[src/common/soc_bus_cfg.svh]
/* widths, port counts, buffer depth, address map and target numbering
   of the SoC interconnect */
`ifndef SOC_BUS_CFG_SVH
`define SOC_BUS_CFG_SVH

// datapath widths
`define SOC_AW         32
`define SOC_DW         32
`define SOC_IW_INP     4
`define SOC_IW_OUP     (`SOC_IW_INP + 2)  // initiator index above the id

// port counts, fixed for this address map
`define SOC_N_INIT     4
`define SOC_N_TGT      5

// request and response buffers, also the credit ceiling
`define SOC_FIFO_DEPTH 2

// address map
`define SOC_CL_BASE    32'h1000_0000
`define SOC_CL_STRIDE  32'h0040_0000
`define SOC_CL_SIZE    32'h0030_0000
`define SOC_L2_BASE    32'h1C00_0000
`define SOC_L2_SIZE    32'h0010_0000
`define SOC_DBG_BASE   32'h1A11_0000
`define SOC_DBG_SIZE   32'h0000_1000

// target port numbers
`define SOC_TGT_CL0    0
`define SOC_TGT_CL1    1
`define SOC_TGT_L2     2
`define SOC_TGT_EXT    3  // default for unmapped addresses
`define SOC_TGT_DBG    4

`endif

[src/common/soc_bus_map_pkg.sv]
/* port index types, address rule struct and arbiter state */
`include "soc_bus_cfg.svh"

package soc_bus_map_pkg;

  typedef logic [2:0] soc_tgt_idx_t;   // one of five targets
  typedef logic [1:0] soc_init_idx_t;  // one of four initiators

  // one address window, end is exclusive
  typedef struct packed {
    soc_tgt_idx_t       idx;
    logic [`SOC_AW-1:0] start_addr;
    logic [`SOC_AW-1:0] end_addr;
  } soc_rule_t;

  // lock keeps the chosen initiator while the target owes credit
  typedef enum logic {
    ARB_IDLE = 1'b0,
    ARB_LOCK = 1'b1
  } soc_arb_state_e;

endpackage

[src/common/soc_bus_req_pkg.sv]
/* request opcode and response status types */
package soc_bus_req_pkg;

  // single beat access kind
  typedef enum logic {
    SOC_OP_READ  = 1'b0,
    SOC_OP_WRITE = 1'b1
  } soc_op_e;

  // set by the target, carried back untouched
  typedef enum logic {
    SOC_RSP_OKAY   = 1'b0,
    SOC_RSP_DECERR = 1'b1
  } soc_status_e;

endpackage

[src/source/soc_addr_decoder.sv]
/* per-initiator request FIFO with address decode and credit return */
`timescale 1ns/1ps
`include "soc_bus_cfg.svh"

module soc_addr_decoder
  import soc_bus_req_pkg::*, soc_bus_map_pkg::*;
(
  input  logic                   clk,
  input  logic                   rst,
  input  logic                   in_valid,
  input  soc_op_e                in_op,
  input  logic [`SOC_AW-1:0]     in_addr,
  input  logic [`SOC_DW-1:0]     in_wdata,
  input  logic [`SOC_IW_INP-1:0] in_id,
  output logic                   in_credit,
  output logic                   head_valid,
  output soc_op_e                head_op,
  output logic [`SOC_AW-1:0]     head_addr,
  output logic [`SOC_DW-1:0]     head_wdata,
  output logic [`SOC_IW_INP-1:0] head_id,
  output soc_tgt_idx_t           head_tgt,
  input  logic                   pop
);

  localparam int unsigned DEPTH   = `SOC_FIFO_DEPTH;
  localparam int unsigned PW      = (DEPTH > 1) ? $clog2(DEPTH) : 1;
  localparam int unsigned CW      = $clog2(DEPTH + 1);
  localparam int unsigned N_RULES = 4;

  localparam soc_rule_t [N_RULES-1:0] ADDR_MAP = '{
    '{idx: soc_tgt_idx_t'(`SOC_TGT_DBG), start_addr: `SOC_DBG_BASE,
      end_addr: `SOC_DBG_BASE + `SOC_DBG_SIZE},
    '{idx: soc_tgt_idx_t'(`SOC_TGT_L2), start_addr: `SOC_L2_BASE,
      end_addr: `SOC_L2_BASE + `SOC_L2_SIZE},
    '{idx: soc_tgt_idx_t'(`SOC_TGT_CL1), start_addr: `SOC_CL_BASE + `SOC_CL_STRIDE,
      end_addr: `SOC_CL_BASE + `SOC_CL_STRIDE + `SOC_CL_SIZE},
    '{idx: soc_tgt_idx_t'(`SOC_TGT_CL0), start_addr: `SOC_CL_BASE,
      end_addr: `SOC_CL_BASE + `SOC_CL_SIZE}
  };

  soc_op_e                mem_op    [DEPTH];
  logic [`SOC_AW-1:0]     mem_addr  [DEPTH];
  logic [`SOC_DW-1:0]     mem_wdata [DEPTH];
  logic [`SOC_IW_INP-1:0] mem_id    [DEPTH];
  soc_tgt_idx_t           mem_tgt   [DEPTH];
  logic [PW-1:0]          wr_ptr;
  logic [PW-1:0]          rd_ptr;
  logic [CW-1:0]          fill;
  logic [CW-1:0]          owed;     // credits not yet handed back
  soc_tgt_idx_t           in_tgt;

  function automatic logic [PW-1:0] ptr_inc(input logic [PW-1:0] p);
    return (p == PW'(DEPTH - 1)) ? '0 : p + 1'b1;
  endfunction

  // unmapped falls through to external
  always_comb begin
    in_tgt = soc_tgt_idx_t'(`SOC_TGT_EXT);
    for (int r = 0; r < N_RULES; r++) begin
      if (in_addr >= ADDR_MAP[r].start_addr && in_addr < ADDR_MAP[r].end_addr) begin
        in_tgt = ADDR_MAP[r].idx;
      end
    end
  end

  always_ff @(posedge clk) begin
    if (in_valid) begin
      mem_op[wr_ptr]    <= in_op;
      mem_addr[wr_ptr]  <= in_addr;
      mem_wdata[wr_ptr] <= in_wdata;
      mem_id[wr_ptr]    <= in_id;
      mem_tgt[wr_ptr]   <= in_tgt;  // decode stored with the beat
    end
  end

  always_ff @(posedge clk) begin
    if (rst) begin
      wr_ptr    <= '0;
      rd_ptr    <= '0;
      fill      <= '0;
      owed      <= CW'(DEPTH);  // reset burst, one per slot
      in_credit <= 1'b0;
    end else begin
      if (in_valid) begin
        wr_ptr <= ptr_inc(wr_ptr);
      end
      if (pop) begin
        rd_ptr <= ptr_inc(rd_ptr);
      end
      fill      <= fill + CW'(in_valid) - CW'(pop);
      owed      <= owed + CW'(pop) - CW'(owed != '0);
      in_credit <= owed != '0;
    end
  end

  assign head_valid = fill != '0;
  assign head_op    = mem_op[rd_ptr];
  assign head_addr  = mem_addr[rd_ptr];
  assign head_wdata = mem_wdata[rd_ptr];
  assign head_id    = mem_id[rd_ptr];
  assign head_tgt   = mem_tgt[rd_ptr];

  // initiator must respect its credits
  a_no_overflow: assert property (@(posedge clk) disable iff (rst)
    in_valid |-> fill != CW'(DEPTH));

  // only a granted head may leave
  a_no_underflow: assert property (@(posedge clk) disable iff (rst)
    pop |-> fill != '0);

endmodule

[src/source/soc_bus.sv]
/* SoC interconnect top: request decoders, per-target arbiters
   and per-initiator response routers */
`timescale 1ns/1ps
`include "soc_bus_cfg.svh"

module soc_bus
  import soc_bus_req_pkg::*, soc_bus_map_pkg::*;
(
  input  logic                                     clk,
  input  logic                                     rst,
  input  logic [`SOC_N_INIT-1:0]                   init_req_valid,
  input  soc_op_e [`SOC_N_INIT-1:0]                init_req_op,
  input  logic [`SOC_N_INIT-1:0][`SOC_AW-1:0]      init_req_addr,
  input  logic [`SOC_N_INIT-1:0][`SOC_DW-1:0]      init_req_wdata,
  input  logic [`SOC_N_INIT-1:0][`SOC_IW_INP-1:0]  init_req_id,
  output logic [`SOC_N_INIT-1:0]                   init_req_credit,
  output logic [`SOC_N_INIT-1:0]                   init_rsp_valid,
  output logic [`SOC_N_INIT-1:0][`SOC_DW-1:0]      init_rsp_rdata,
  output soc_status_e [`SOC_N_INIT-1:0]            init_rsp_status,
  output logic [`SOC_N_INIT-1:0][`SOC_IW_INP-1:0]  init_rsp_id,
  input  logic [`SOC_N_INIT-1:0]                   init_rsp_credit,
  output logic [`SOC_N_TGT-1:0]                    tgt_req_valid,
  output soc_op_e [`SOC_N_TGT-1:0]                 tgt_req_op,
  output logic [`SOC_N_TGT-1:0][`SOC_AW-1:0]       tgt_req_addr,
  output logic [`SOC_N_TGT-1:0][`SOC_DW-1:0]       tgt_req_wdata,
  output logic [`SOC_N_TGT-1:0][`SOC_IW_OUP-1:0]   tgt_req_id,
  input  logic [`SOC_N_TGT-1:0]                    tgt_req_credit,
  input  logic [`SOC_N_TGT-1:0]                    tgt_rsp_valid,
  input  logic [`SOC_N_TGT-1:0][`SOC_DW-1:0]       tgt_rsp_rdata,
  input  soc_status_e [`SOC_N_TGT-1:0]             tgt_rsp_status,
  input  logic [`SOC_N_TGT-1:0][`SOC_IW_OUP-1:0]   tgt_rsp_id,
  output logic [`SOC_N_TGT-1:0]                    tgt_rsp_credit
);

  // FIFO heads, seen by every arbiter
  logic [`SOC_N_INIT-1:0]                  head_valid;
  soc_op_e [`SOC_N_INIT-1:0]               head_op;
  logic [`SOC_N_INIT-1:0][`SOC_AW-1:0]     head_addr;
  logic [`SOC_N_INIT-1:0][`SOC_DW-1:0]     head_wdata;
  logic [`SOC_N_INIT-1:0][`SOC_IW_INP-1:0] head_id;
  soc_tgt_idx_t [`SOC_N_INIT-1:0]          head_tgt;
  logic [`SOC_N_INIT-1:0]                  pop;
  logic [`SOC_N_TGT-1:0][`SOC_N_INIT-1:0]  grant;       // per target, per initiator
  logic [`SOC_N_INIT-1:0][`SOC_N_TGT-1:0]  rsp_credit;  // per router, per target

  for (genvar i = 0; i < `SOC_N_INIT; i++) begin : gen_init
    soc_addr_decoder i_decoder (
      .clk        (clk),
      .rst        (rst),
      .in_valid   (init_req_valid[i]),
      .in_op      (init_req_op[i]),
      .in_addr    (init_req_addr[i]),
      .in_wdata   (init_req_wdata[i]),
      .in_id      (init_req_id[i]),
      .in_credit  (init_req_credit[i]),
      .head_valid (head_valid[i]),
      .head_op    (head_op[i]),
      .head_addr  (head_addr[i]),
      .head_wdata (head_wdata[i]),
      .head_id    (head_id[i]),
      .head_tgt   (head_tgt[i]),
      .pop        (pop[i])
    );

    soc_rsp_router #(
      .INIT_IDX (soc_init_idx_t'(i))
    ) i_router (
      .clk        (clk),
      .rst        (rst),
      .rsp_valid  (tgt_rsp_valid),
      .rsp_rdata  (tgt_rsp_rdata),
      .rsp_status (tgt_rsp_status),
      .rsp_id     (tgt_rsp_id),
      .rsp_credit (rsp_credit[i]),
      .out_valid  (init_rsp_valid[i]),
      .out_rdata  (init_rsp_rdata[i]),
      .out_status (init_rsp_status[i]),
      .out_id     (init_rsp_id[i]),
      .out_credit (init_rsp_credit[i])
    );
  end

  for (genvar t = 0; t < `SOC_N_TGT; t++) begin : gen_tgt
    soc_req_arbiter #(
      .TGT_IDX (soc_tgt_idx_t'(t))
    ) i_arbiter (
      .clk        (clk),
      .rst        (rst),
      .req_valid  (head_valid),
      .req_op     (head_op),
      .req_addr   (head_addr),
      .req_wdata  (head_wdata),
      .req_id     (head_id),
      .req_tgt    (head_tgt),
      .grant      (grant[t]),
      .out_valid  (tgt_req_valid[t]),
      .out_op     (tgt_req_op[t]),
      .out_addr   (tgt_req_addr[t]),
      .out_wdata  (tgt_req_wdata[t]),
      .out_id     (tgt_req_id[t]),
      .out_credit (tgt_req_credit[t])
    );
  end

  // a head goes to one target, so at most one grant per decoder
  always_comb begin
    pop            = '0;
    tgt_rsp_credit = '0;
    for (int t = 0; t < `SOC_N_TGT; t++) begin
      for (int i = 0; i < `SOC_N_INIT; i++) begin
        pop[i]            = pop[i] | grant[t][i];
        tgt_rsp_credit[t] = tgt_rsp_credit[t] | rsp_credit[i][t];
      end
    end
  end

endmodule

[src/xbar/soc_req_arbiter.sv]
/* per-target round-robin request arbiter with credit counter and id widening */
`timescale 1ns/1ps
`include "soc_bus_cfg.svh"

module soc_req_arbiter
  import soc_bus_req_pkg::*, soc_bus_map_pkg::*;
#(
  parameter soc_tgt_idx_t TGT_IDX = '0
) (
  input  logic                                     clk,
  input  logic                                     rst,
  input  logic [`SOC_N_INIT-1:0]                   req_valid,
  input  soc_op_e [`SOC_N_INIT-1:0]                req_op,
  input  logic [`SOC_N_INIT-1:0][`SOC_AW-1:0]      req_addr,
  input  logic [`SOC_N_INIT-1:0][`SOC_DW-1:0]      req_wdata,
  input  logic [`SOC_N_INIT-1:0][`SOC_IW_INP-1:0]  req_id,
  input  soc_tgt_idx_t [`SOC_N_INIT-1:0]           req_tgt,
  output logic [`SOC_N_INIT-1:0]                   grant,
  output logic                                     out_valid,
  output soc_op_e                                  out_op,
  output logic [`SOC_AW-1:0]                       out_addr,
  output logic [`SOC_DW-1:0]                       out_wdata,
  output logic [`SOC_IW_OUP-1:0]                   out_id,
  input  logic                                     out_credit
);

  localparam int unsigned N  = `SOC_N_INIT;
  localparam int unsigned CW = $clog2(`SOC_FIFO_DEPTH + 1);

  soc_arb_state_e state_q;
  soc_init_idx_t  prio_q;   // first initiator looked at
  soc_init_idx_t  lock_q;
  soc_init_idx_t  pick;
  soc_init_idx_t  winner;
  logic [N-1:0]   cand;
  logic           found;
  logic           can_send;
  logic           fire;
  logic [CW-1:0]  cnt_q;    // target credits

  always_comb begin
    for (int i = 0; i < N; i++) begin
      cand[i] = req_valid[i] && (req_tgt[i] == TGT_IDX);
    end
  end

  always_comb begin
    int unsigned idx;
    pick  = prio_q;
    found = 1'b0;
    for (int k = 0; k < N; k++) begin
      idx = (int'(prio_q) + k) % N;
      if (!found && cand[idx]) begin
        found = 1'b1;
        pick  = soc_init_idx_t'(idx);
      end
    end
  end

  // beat already on the port still holds one credit
  assign can_send = cnt_q > CW'(out_valid);
  assign winner   = (state_q == ARB_LOCK) ? lock_q : pick;
  assign fire     = can_send && (found || state_q == ARB_LOCK);

  always_comb begin
    grant = '0;
    if (fire) begin
      grant[winner] = 1'b1;
    end
  end

  always_ff @(posedge clk) begin
    if (rst) begin
      state_q   <= ARB_IDLE;
      prio_q    <= '0;
      lock_q    <= '0;
      cnt_q     <= '0;
      out_valid <= 1'b0;
    end else begin
      cnt_q     <= cnt_q + CW'(out_credit) - CW'(out_valid);
      out_valid <= fire;
      if (fire) begin
        prio_q <= (winner == soc_init_idx_t'(N - 1)) ? '0 : winner + 1'b1;
      end
      case (state_q)
        ARB_IDLE: begin
          if (found && !can_send) begin  // hold choice until credit shows up
            state_q <= ARB_LOCK;
            lock_q  <= pick;
          end
        end
        ARB_LOCK: begin
          if (can_send) begin
            state_q <= ARB_IDLE;
          end
        end
        default: state_q <= ARB_IDLE;
      endcase
    end
  end

  always_ff @(posedge clk) begin
    if (fire) begin
      out_op    <= req_op[winner];
      out_addr  <= req_addr[winner];
      out_wdata <= req_wdata[winner];
      out_id    <= {winner, req_id[winner]};  // initiator index on top
    end
  end

  // grant only to a waiting head
  a_grant_onehot: assert property (@(posedge clk) disable iff (rst)
    $onehot0(grant) && ((grant & ~req_valid) == '0));

  a_valid_credit: assert property (@(posedge clk) disable iff (rst)
    out_valid |-> cnt_q != '0);

endmodule

[src/xbar/soc_rsp_router.sv]
/* per-initiator response router with per-target slots, id strip and credits */
`timescale 1ns/1ps
`include "soc_bus_cfg.svh"

module soc_rsp_router
  import soc_bus_req_pkg::*, soc_bus_map_pkg::*;
#(
  parameter soc_init_idx_t INIT_IDX = '0
) (
  input  logic                                   clk,
  input  logic                                   rst,
  input  logic [`SOC_N_TGT-1:0]                  rsp_valid,
  input  logic [`SOC_N_TGT-1:0][`SOC_DW-1:0]     rsp_rdata,
  input  soc_status_e [`SOC_N_TGT-1:0]           rsp_status,
  input  logic [`SOC_N_TGT-1:0][`SOC_IW_OUP-1:0] rsp_id,
  output logic [`SOC_N_TGT-1:0]                  rsp_credit,
  output logic                                   out_valid,
  output logic [`SOC_DW-1:0]                     out_rdata,
  output soc_status_e                            out_status,
  output logic [`SOC_IW_INP-1:0]                 out_id,
  input  logic                                   out_credit
);

  localparam int unsigned N     = `SOC_N_TGT;
  localparam int unsigned DEPTH = `SOC_FIFO_DEPTH;
  localparam int unsigned PW    = (DEPTH > 1) ? $clog2(DEPTH) : 1;
  localparam int unsigned CW    = $clog2(DEPTH + 1);

  logic [`SOC_DW-1:0]     slot_rdata  [N][DEPTH];
  soc_status_e            slot_status [N][DEPTH];
  logic [`SOC_IW_INP-1:0] slot_id     [N][DEPTH];
  logic [PW-1:0]          wr_ptr [N];
  logic [PW-1:0]          rd_ptr [N];
  logic [CW-1:0]          fill   [N];
  logic [CW-1:0]          owed   [N];
  logic [N-1:0]           claim;
  logic [N-1:0]           free;
  logic [N-1:0]           full;
  logic [N-1:0]           ret;
  soc_tgt_idx_t           rr_q;
  soc_tgt_idx_t           sel;
  soc_init_idx_t          tdm_q;  // same count in every router
  logic                   found;
  logic                   can_send;
  logic                   drain;
  logic [CW-1:0]          cnt_q;

  function automatic logic [PW-1:0] ptr_inc(input logic [PW-1:0] p);
    return (p == PW'(DEPTH - 1)) ? '0 : p + 1'b1;
  endfunction

  // credit returns are time sliced so the ORed pulses never collide
  always_comb begin
    for (int t = 0; t < N; t++) begin
      claim[t] = rsp_valid[t] && (rsp_id[t][`SOC_IW_OUP-1 -: 2] == INIT_IDX);
      free[t]  = drain && (sel == soc_tgt_idx_t'(t));
      full[t]  = fill[t] == CW'(DEPTH);
      ret[t]   = (tdm_q == INIT_IDX) && (owed[t] != '0);
    end
  end

  always_comb begin
    int unsigned idx;
    sel   = rr_q;
    found = 1'b0;
    for (int k = 0; k < N; k++) begin
      idx = (int'(rr_q) + k) % N;
      if (!found && fill[idx] != '0) begin
        found = 1'b1;
        sel   = soc_tgt_idx_t'(idx);
      end
    end
  end

  assign can_send = cnt_q > CW'(out_valid);
  assign drain    = found && can_send;

  always_ff @(posedge clk) begin
    for (int t = 0; t < N; t++) begin
      if (claim[t]) begin
        slot_rdata[t][wr_ptr[t]]  <= rsp_rdata[t];
        slot_status[t][wr_ptr[t]] <= rsp_status[t];
        slot_id[t][wr_ptr[t]]     <= rsp_id[t][`SOC_IW_INP-1:0];  // prefix dropped
      end
    end
    if (drain) begin
      out_rdata  <= slot_rdata[sel][rd_ptr[sel]];
      out_status <= slot_status[sel][rd_ptr[sel]];
      out_id     <= slot_id[sel][rd_ptr[sel]];
    end
  end

  always_ff @(posedge clk) begin
    if (rst) begin
      for (int t = 0; t < N; t++) begin
        wr_ptr[t] <= '0;
        rd_ptr[t] <= '0;
        fill[t]   <= '0;
        owed[t]   <= (INIT_IDX == '0) ? CW'(DEPTH) : '0;  // router 0 gives the reset burst
      end
      rsp_credit <= '0;
      rr_q       <= '0;
      tdm_q      <= '0;
      cnt_q      <= '0;
      out_valid  <= 1'b0;
    end else begin
      tdm_q     <= (tdm_q == soc_init_idx_t'(`SOC_N_INIT - 1)) ? '0 : tdm_q + 1'b1;
      cnt_q     <= cnt_q + CW'(out_credit) - CW'(out_valid);
      out_valid <= drain;
      if (drain) begin
        rr_q <= (sel == soc_tgt_idx_t'(N - 1)) ? '0 : sel + 1'b1;
      end
      for (int t = 0; t < N; t++) begin
        rsp_credit[t] <= ret[t];
        owed[t]       <= owed[t] + CW'(free[t]) - CW'(ret[t]);
        fill[t]       <= fill[t] + CW'(claim[t]) - CW'(free[t]);
        if (claim[t]) begin
          wr_ptr[t] <= ptr_inc(wr_ptr[t]);
        end
        if (free[t]) begin
          rd_ptr[t] <= ptr_inc(rd_ptr[t]);
        end
      end
    end
  end

  // targets only send against returned credit
  a_slot_free: assert property (@(posedge clk) disable iff (rst)
    (claim & full) == '0);

endmodule
[config.mk]
export PLATFORM = sky130hd
export DESIGN_NAME = soc_bus
export DESIGN_NICKNAME = d
export VERILOG_FILES = /design/src/common/soc_bus_map_pkg.sv /design/src/common/soc_bus_req_pkg.sv /design/src/source/soc_addr_decoder.sv /design/src/source/soc_bus.sv /design/src/xbar/soc_req_arbiter.sv /design/src/xbar/soc_rsp_router.sv
export VERILOG_INCLUDE_DIRS = /design/src /design/src/common
export SDC_FILE = /design/constraint.sdc
export NUM_CORES = 2
export LEC_CHECK = 0
export ABC_AREA = 1
export BUFFER_PORTS_ARGS = -buffer_cell sky130_fd_sc_hd__buf_2
export CAP_MARGIN = 20
export CORE_UTILIZATION = 25
export DETAILED_ROUTE_END_ITERATION = 10
export PLACE_DENSITY_LB_ADDON = 0.08
export SLEW_MARGIN = 10
export SYNTH_ARGS = -nofsm -noshare
export SYNTH_HDL_FRONTEND = slang
export SYNTH_HIERARCHICAL = 1
export SYNTH_SLANG_ARGS = --single-unit
[constraint.sdc]
create_clock -name clk -period 10.8 [get_ports clk]
set_input_delay 1.08 -clock clk [delete_from_list [all_inputs] [get_ports clk]]
set_output_delay 1.08 -clock clk [all_outputs]
set_load 0.1 [all_outputs]
### After elaboration in Yosys (flattened, before gate mapping)

Memories as Yosys holds them, arrays and structs flattened. A register that Yosys moved wholly into a read port is not among the register bits.
Index checks and enable logic that the tools add are counted.

| cells by class | value |
|---|---|
| $add $sub $neg | 206 |
| div/mod/pow operators | 20 |
| magnitude comparators | 115 |
| equal/unequal tests | 58 |
| muxes and demuxes | 730 |
| bitwise logic cells | 140 |
| reduce and logical (&&, ||, !) cells | 278 |

Operator list:

| kind | number |
|---|---|
| $mux 32 | 42 |
| $mux 64 | 20 |
| $bmux 32 s2 | 10 |
| $demux 32 s1 | 20 |
| $ge 32x29->1 const B | 16 |
| $lt 32x29->1 const B | 16 |
| $mod 32x3->32 const B | 16 |
| $mux 1 | 371 |
| $mux 2 | 89 |
| $mux 4 | 42 |
| $logic_and 1x1->1 | 166 |
| $mux 8 | 20 |
| $mod 3x3->32 const B | 4 |
| $add 2x1->2 | 57 |
| $sub 2x1->2 | 57 |
| $or 1x1->1 | 111 |
| $mux 3 | 36 |
| $reduce_bool 2->1 | 48 |
| $demux 4 s1 | 20 |
| $lt 2x3->1 const B | 25 |
| $bmux 1 s2 | 25 |
| $add 1x1->1 const B | 48 |
| $eq 3x2->1 const B | 16 |
| $ge 2x2->1 const B | 24 |
| other kinds (25) | 248 |

| word-level totals | value |
|---|---|
| register bits | 623 |
| bits in writable memories | 2176 |
| input bits | 491 |
| word-level logic and storage cells | 1692 |
| memories | 48 |

Memories:

| name | depth | width | rd ports | clocked after memory_dff | wr ports | RTL line | RTL |
|---|---|---|---|---|---|---|---|
| gen_init[0].i_router.slot_rdata | 5 | 64 | 1 | 0 | 5 | soc_rsp_router.sv:29 | `` logic [`SOC_DW-1:0] slot_rdata [N][DEPTH]; `` |
| gen_init[1].i_router.slot_rdata | 5 | 64 | 1 | 0 | 5 | soc_rsp_router.sv:29 |  |
| gen_init[2].i_router.slot_rdata | 5 | 64 | 1 | 0 | 5 | soc_rsp_router.sv:29 |  |
| gen_init[3].i_router.slot_rdata | 5 | 64 | 1 | 0 | 5 | soc_rsp_router.sv:29 |  |
| gen_init[0].i_decoder.mem_addr | 2 | 32 | 1 | 1 | 1 | soc_addr_decoder.sv:42 | `` logic [`SOC_AW-1:0] mem_addr [DEPTH]; `` |
| gen_init[0].i_decoder.mem_wdata | 2 | 32 | 1 | 1 | 1 | soc_addr_decoder.sv:43 | `` logic [`SOC_DW-1:0] mem_wdata [DEPTH]; `` |
| +42 memories | - | - | - | - | - | - |  |

### Logic depth before layout (Yosys ltp)

| logic depth | value |
|---|---|
| word-level depth | 26 |
| mapped depth | 41 |
| mapped depth without buffers | 39 |

### Hierarchy

Netlist, hierarchy kept.

By module, submodules not included:

| module | instances | cells each | area an instance (µm²) |
|---|---|---|---|
| soc_rsp_router (gen_init[1].i_router) | 1 | 2182 | 21099.0 |
| soc_rsp_router (gen_init[0].i_router) | 1 | 2193 | 21095.2 |
| soc_rsp_router (gen_init[2].i_router) | 1 | 2184 | 20996.4 |
| soc_rsp_router (gen_init[3].i_router) | 1 | 2171 | 20960.1 |
| soc_addr_decoder (gen_init[1].i_decoder ...) | 3 | 313 | 6098.3 |
| soc_req_arbiter (gen_tgt[1].i_arbiter ...) | 3 | 892 | 5962.0 |
| soc_addr_decoder (gen_init[0].i_decoder) | 1 | 315 | 6042.0 |
| soc_req_arbiter (gen_tgt[3].i_arbiter) | 1 | 885 | 5816.8 |
| soc_req_arbiter (gen_tgt[0].i_arbiter) | 1 | 881 | 5798.1 |
| soc_bus | 1 | 31 | 121.4 |

### Worst setup path before layout

OpenSTA, ideal clock, no wires.

| timing path | value |
|---|---|
| path kind | register -> register |
| from | register gen_init[2].i_router.rr_q[0] |
| to | memory gen_init[2].i_router/fill[3][1] (netlist name) |
| setup time | 120 ps |
| data arrival time | 5116 ps |
| slack | 5564 ps |
| stages on the path, launching flop included | 41 |
| buffers on the path | 3 |
| clock period less this slack | 5236 ps |
| cell sequence | dfxtp_1 > buf_4 > inv_2 > ha_1 > inv_1 > ha_1 > inv_1 > ha_1 > inv_1 > nand3_1 > nand2_1 > xor2_1 > ha_1 > inv_1 > or2_2 > nand2_1 > nand2_1 > nand2_1 > [5 not listed] > nor2_4 > nand2_2 > inv_2 > nand3_4 > nand2_4 > buf_6 > buf_2 > inv_1 > ha_1 > ha_1 > inv_1 > nor2_1 > ha_1 > inv_1 > ha_1 > xor2_1 > o21ai_0 > a21oi_1 |

RTL lines:

| item | RTL line | RTL |
|---|---|---|
| start: declaration | soc_rsp_router.sv:40 | `soc_tgt_idx_t rr_q;` |
| start signal: assignment | soc_rsp_router.sv:111 | `rr_q <= (sel == soc_tgt_idx_t'(N - 1)) ? '0 : sel + 1'b1;` |
| end: declaration | soc_rsp_router.sv:34 | `logic [CW-1:0] fill [N];` |

==> flow_summary.toml <==
[run_status]
status = "finished clean"

[cells_and_area]
postLayoutCellArea_um2 = 162000
fillCellCount = 58000
nNetsFinal = 16000
area_delta_synth_final_pct = 17.3
drive_gt1_share_pct = 15.1

[drt]
viasPerCell = 4.64
dr.pass1.iters = 8
routed_wl_um = 651000
drc = 0
ant_nets = 0
vias = 106000
wl_per_cell_um = 28.4
drt_iter0_drc = 8088

[sta]
post-route-min-period_ns = 7.71
relSlewSlack_pct = 24.3
finalSetupTns_ns = 0
finalCritPeriodShare_pct = 71.4
setup_viol = 0
skew_ns = 0.112
fmax_mhz = 130
worstMarginPinSlew_ns = 1.13
hold_viol = 0
grt_setup_unrepaired = "false"
slew_viol_final = 0

[worst_setup_path]
worstReg2RegStart = "gen_init[3].i_router/rr_q[0]"
worstPathArrival_ns = 8.61
crit_top_cell = "nand2_1"
cp_slowest_stage_delay_ns = 0.81
crit_type = "reg -> reg"
crit_fanout = 104
cp-end-kind = "flip-flop"
start_kind = "flip-flop"
startpoint = "gen_init[3].i_router/rr_q[0]"
crit_required_ns = 11.70
critPathSlowestCell = "dfxtp_1"

[synthesis]
seq_area_frac_synth_pct = 59.5
synth_edf_count = 2599
ys_seq_elements = 2803
yosys-top-cells-count = "nand2_1 (5153), edfxtp_1 (2599), nand3_1 (2352)"
synth_nets = 15200
synth_warnings = 6
synth_top_area_share_pct = 56.5
synth.largest_area_cell = "edfxtp_1"
synth.distinct_cells = 52
post-synth-top-count-cell = "nand2_1"
avgSynthCellArea_um2 = 9.55
synth_area_leaders = "edfxtp_1 (57%), nand2_1 (14%), nand3_1 (8.5%), inv_1 (4.7%), mux2_4 (3.0%)"
synthFlopType = "edfxtp_1"
synthArstFlopShare_pct = 0
netlist_area_um2 = 138000
syn_inst = 14500

[worst_hold_path]
hold_class = "in -> reg"
hp-start = "init_req_wdata[109]"

[job]
cap_violations = 0

[cts]
cts_buffers = 364
cts_resized = 0
cts_root_buf = "clkbuf_16"
tritoncts = "done"
cts_sinks = 2803
hold_buffers = 0
path_clk_slew_ns = 0.06
clock_path_buffers = 4
cts-htree-levels = 5
postCtsSetupBuffers = 0
clk_latency_ns = 1.05

[placed_design]
io_buffers = 1011
postPlaceCellArea_um2 = 150000
gp_congestion = 0.792
place_hpwl_um = 436000

[floorplanning]
dieArea_um2 = 555000
core_um2 = 549000
placementRows = 272
ioPinCount = 1012
die_w_um = 745
die_h_um = 745
start_util_pct = 25.1

[global_routing]
grt_pass1_vias = 102000
gr-total-overflow = 0
track_usage_pct = 22.6
antenna_found_initial = 191
grt_pass1_wl_um = 886000
grt_start_max_net_pins = 120
==> final timing paths <==
check                                                 to  slack [ns]  cells past startpoint
setup reg to reg         gen_init[3].i_router/fill[2][1]        3.09                     34
setup / recovery         gen_init[3].i_router/fill[2][1]        3.09                     34
hold / removal    gen_init[3].i_decoder/mem_wdata[0][13]        0.27                      1
hold reg to reg            gen_init[3].i_router/tdm_q[0]        0.44                      1
==> cell usage in the layout, fill, tap and decap left out, drive strengths merged, types with 16 or more instances in the layout <==
cell type,count
a21oi,129
clkinv,155
clkbuf,458
inv,1781
mux2,288
nand4,37
diode,61
bufinv,35
ha,238
nor2,465
buf,1222
nor3,41
or2,25
xor2,70
dfxtp,204
o21ai,140
nand3b,16
nand3,2409
nand2,5240
edfxtp,2599
==> sequential cells by signal (all words and copies together), names as in the netlist, 24 cells and up, named ones only <==
signal                         cells
gen_init.i_decoder/mem_addr      256
gen_init.i_router/owed            40
gen_tgt.i_arbiter/out_id          30
gen_init.i_router/out_rdata      128
gen_init.i_decoder/mem_id         32
gen_tgt.i_arbiter/out_wdata      160
gen_init.i_router/slot_status     40
gen_init.i_decoder/mem_wdata     256
gen_init.i_router/fill            40
gen_init.i_router/slot_rdata    1280
gen_tgt.i_arbiter/out_addr       160
gen_init.i_decoder/mem_tgt        24
gen_init.i_router/slot_id        160
==> layout make-up <==
class | instances | area, um^2 | area share, %
tap | 7261 | 9080 | 5.61
clock buffer | 458 | 9590 | 5.92
antenna | 61 | 153 | 0.0942
multi-input combinational | 9141 | 45300 | 28.0
sequential | 2803 | 82100 | 50.7
timing repair buffer | 1222 | 6740 | 4.16
inverter | 1786 | 6770 | 4.18
clock inverter | 194 | 2180 | 1.35
==> kinds of logic (layout without fill, tap and decap cells) <==
kind of cell / Yosys count / in the layout / share of synthesized area [%]
multiplexers: 288 / 288 / 3.11
AO/OA/AOI/OAI: 295 / 295 / 1.13
AND/OR/NAND/NOR: 8240 / 8240 / 25.4
buffers and inverters: 2513 / 3660 / 8.21
adder cells (fa/ha/maj): 238 / 238 / 2.16
flip-flops: 2803 / 2803 / 59.5
XOR/XNOR: 80 / 80 / 0.543
other: 0 / 61 / 0
==> metrics by stage <==
step | util, % | hold slack, ns | setup slack (ns) | std cells
floorplan | - | 0.408 | 5.56 | 14500
global placement | 27.3 | 0.427 | 2.91 | 22200
detailed placement | 27.3 | 0.422 | 2.94 | 22200
CTS | 29.5 | 0.140 | 2.89 | 22900
global route | 29.5 | 0.174 | 2.30 | 22900
finish | 29.5 | 0.266 | 3.09 | 22900
==> per-layer routing <==
| metal | global-route usage (%) | wire [um] |
|---|---|---|
| met1 | 29.0 | 278000 |
| met2 | 39.2 | 316000 |
| met3 | 3.82 | 36300 |
| met4 | 6.42 | 20100 |
| met5 | 0 | 506 |
==> critical path, delay by kind of cell (launching register included) <==
family / cells / cell delay [ns]
AO/OA/AOI/OAI: 2 / 0.21
XOR/XNOR: 2 / 0.42
adder cells (fa/ha/maj): 6 / 1.63
buffers and inverters: 7 / 1.50
flip-flops: 1 / 0.81
AND/OR/NAND/NOR: 17 / 3.03
Power is not shown: default switching activity piles up to over one toggle a cycle in this logic, so the estimate is an artifact.
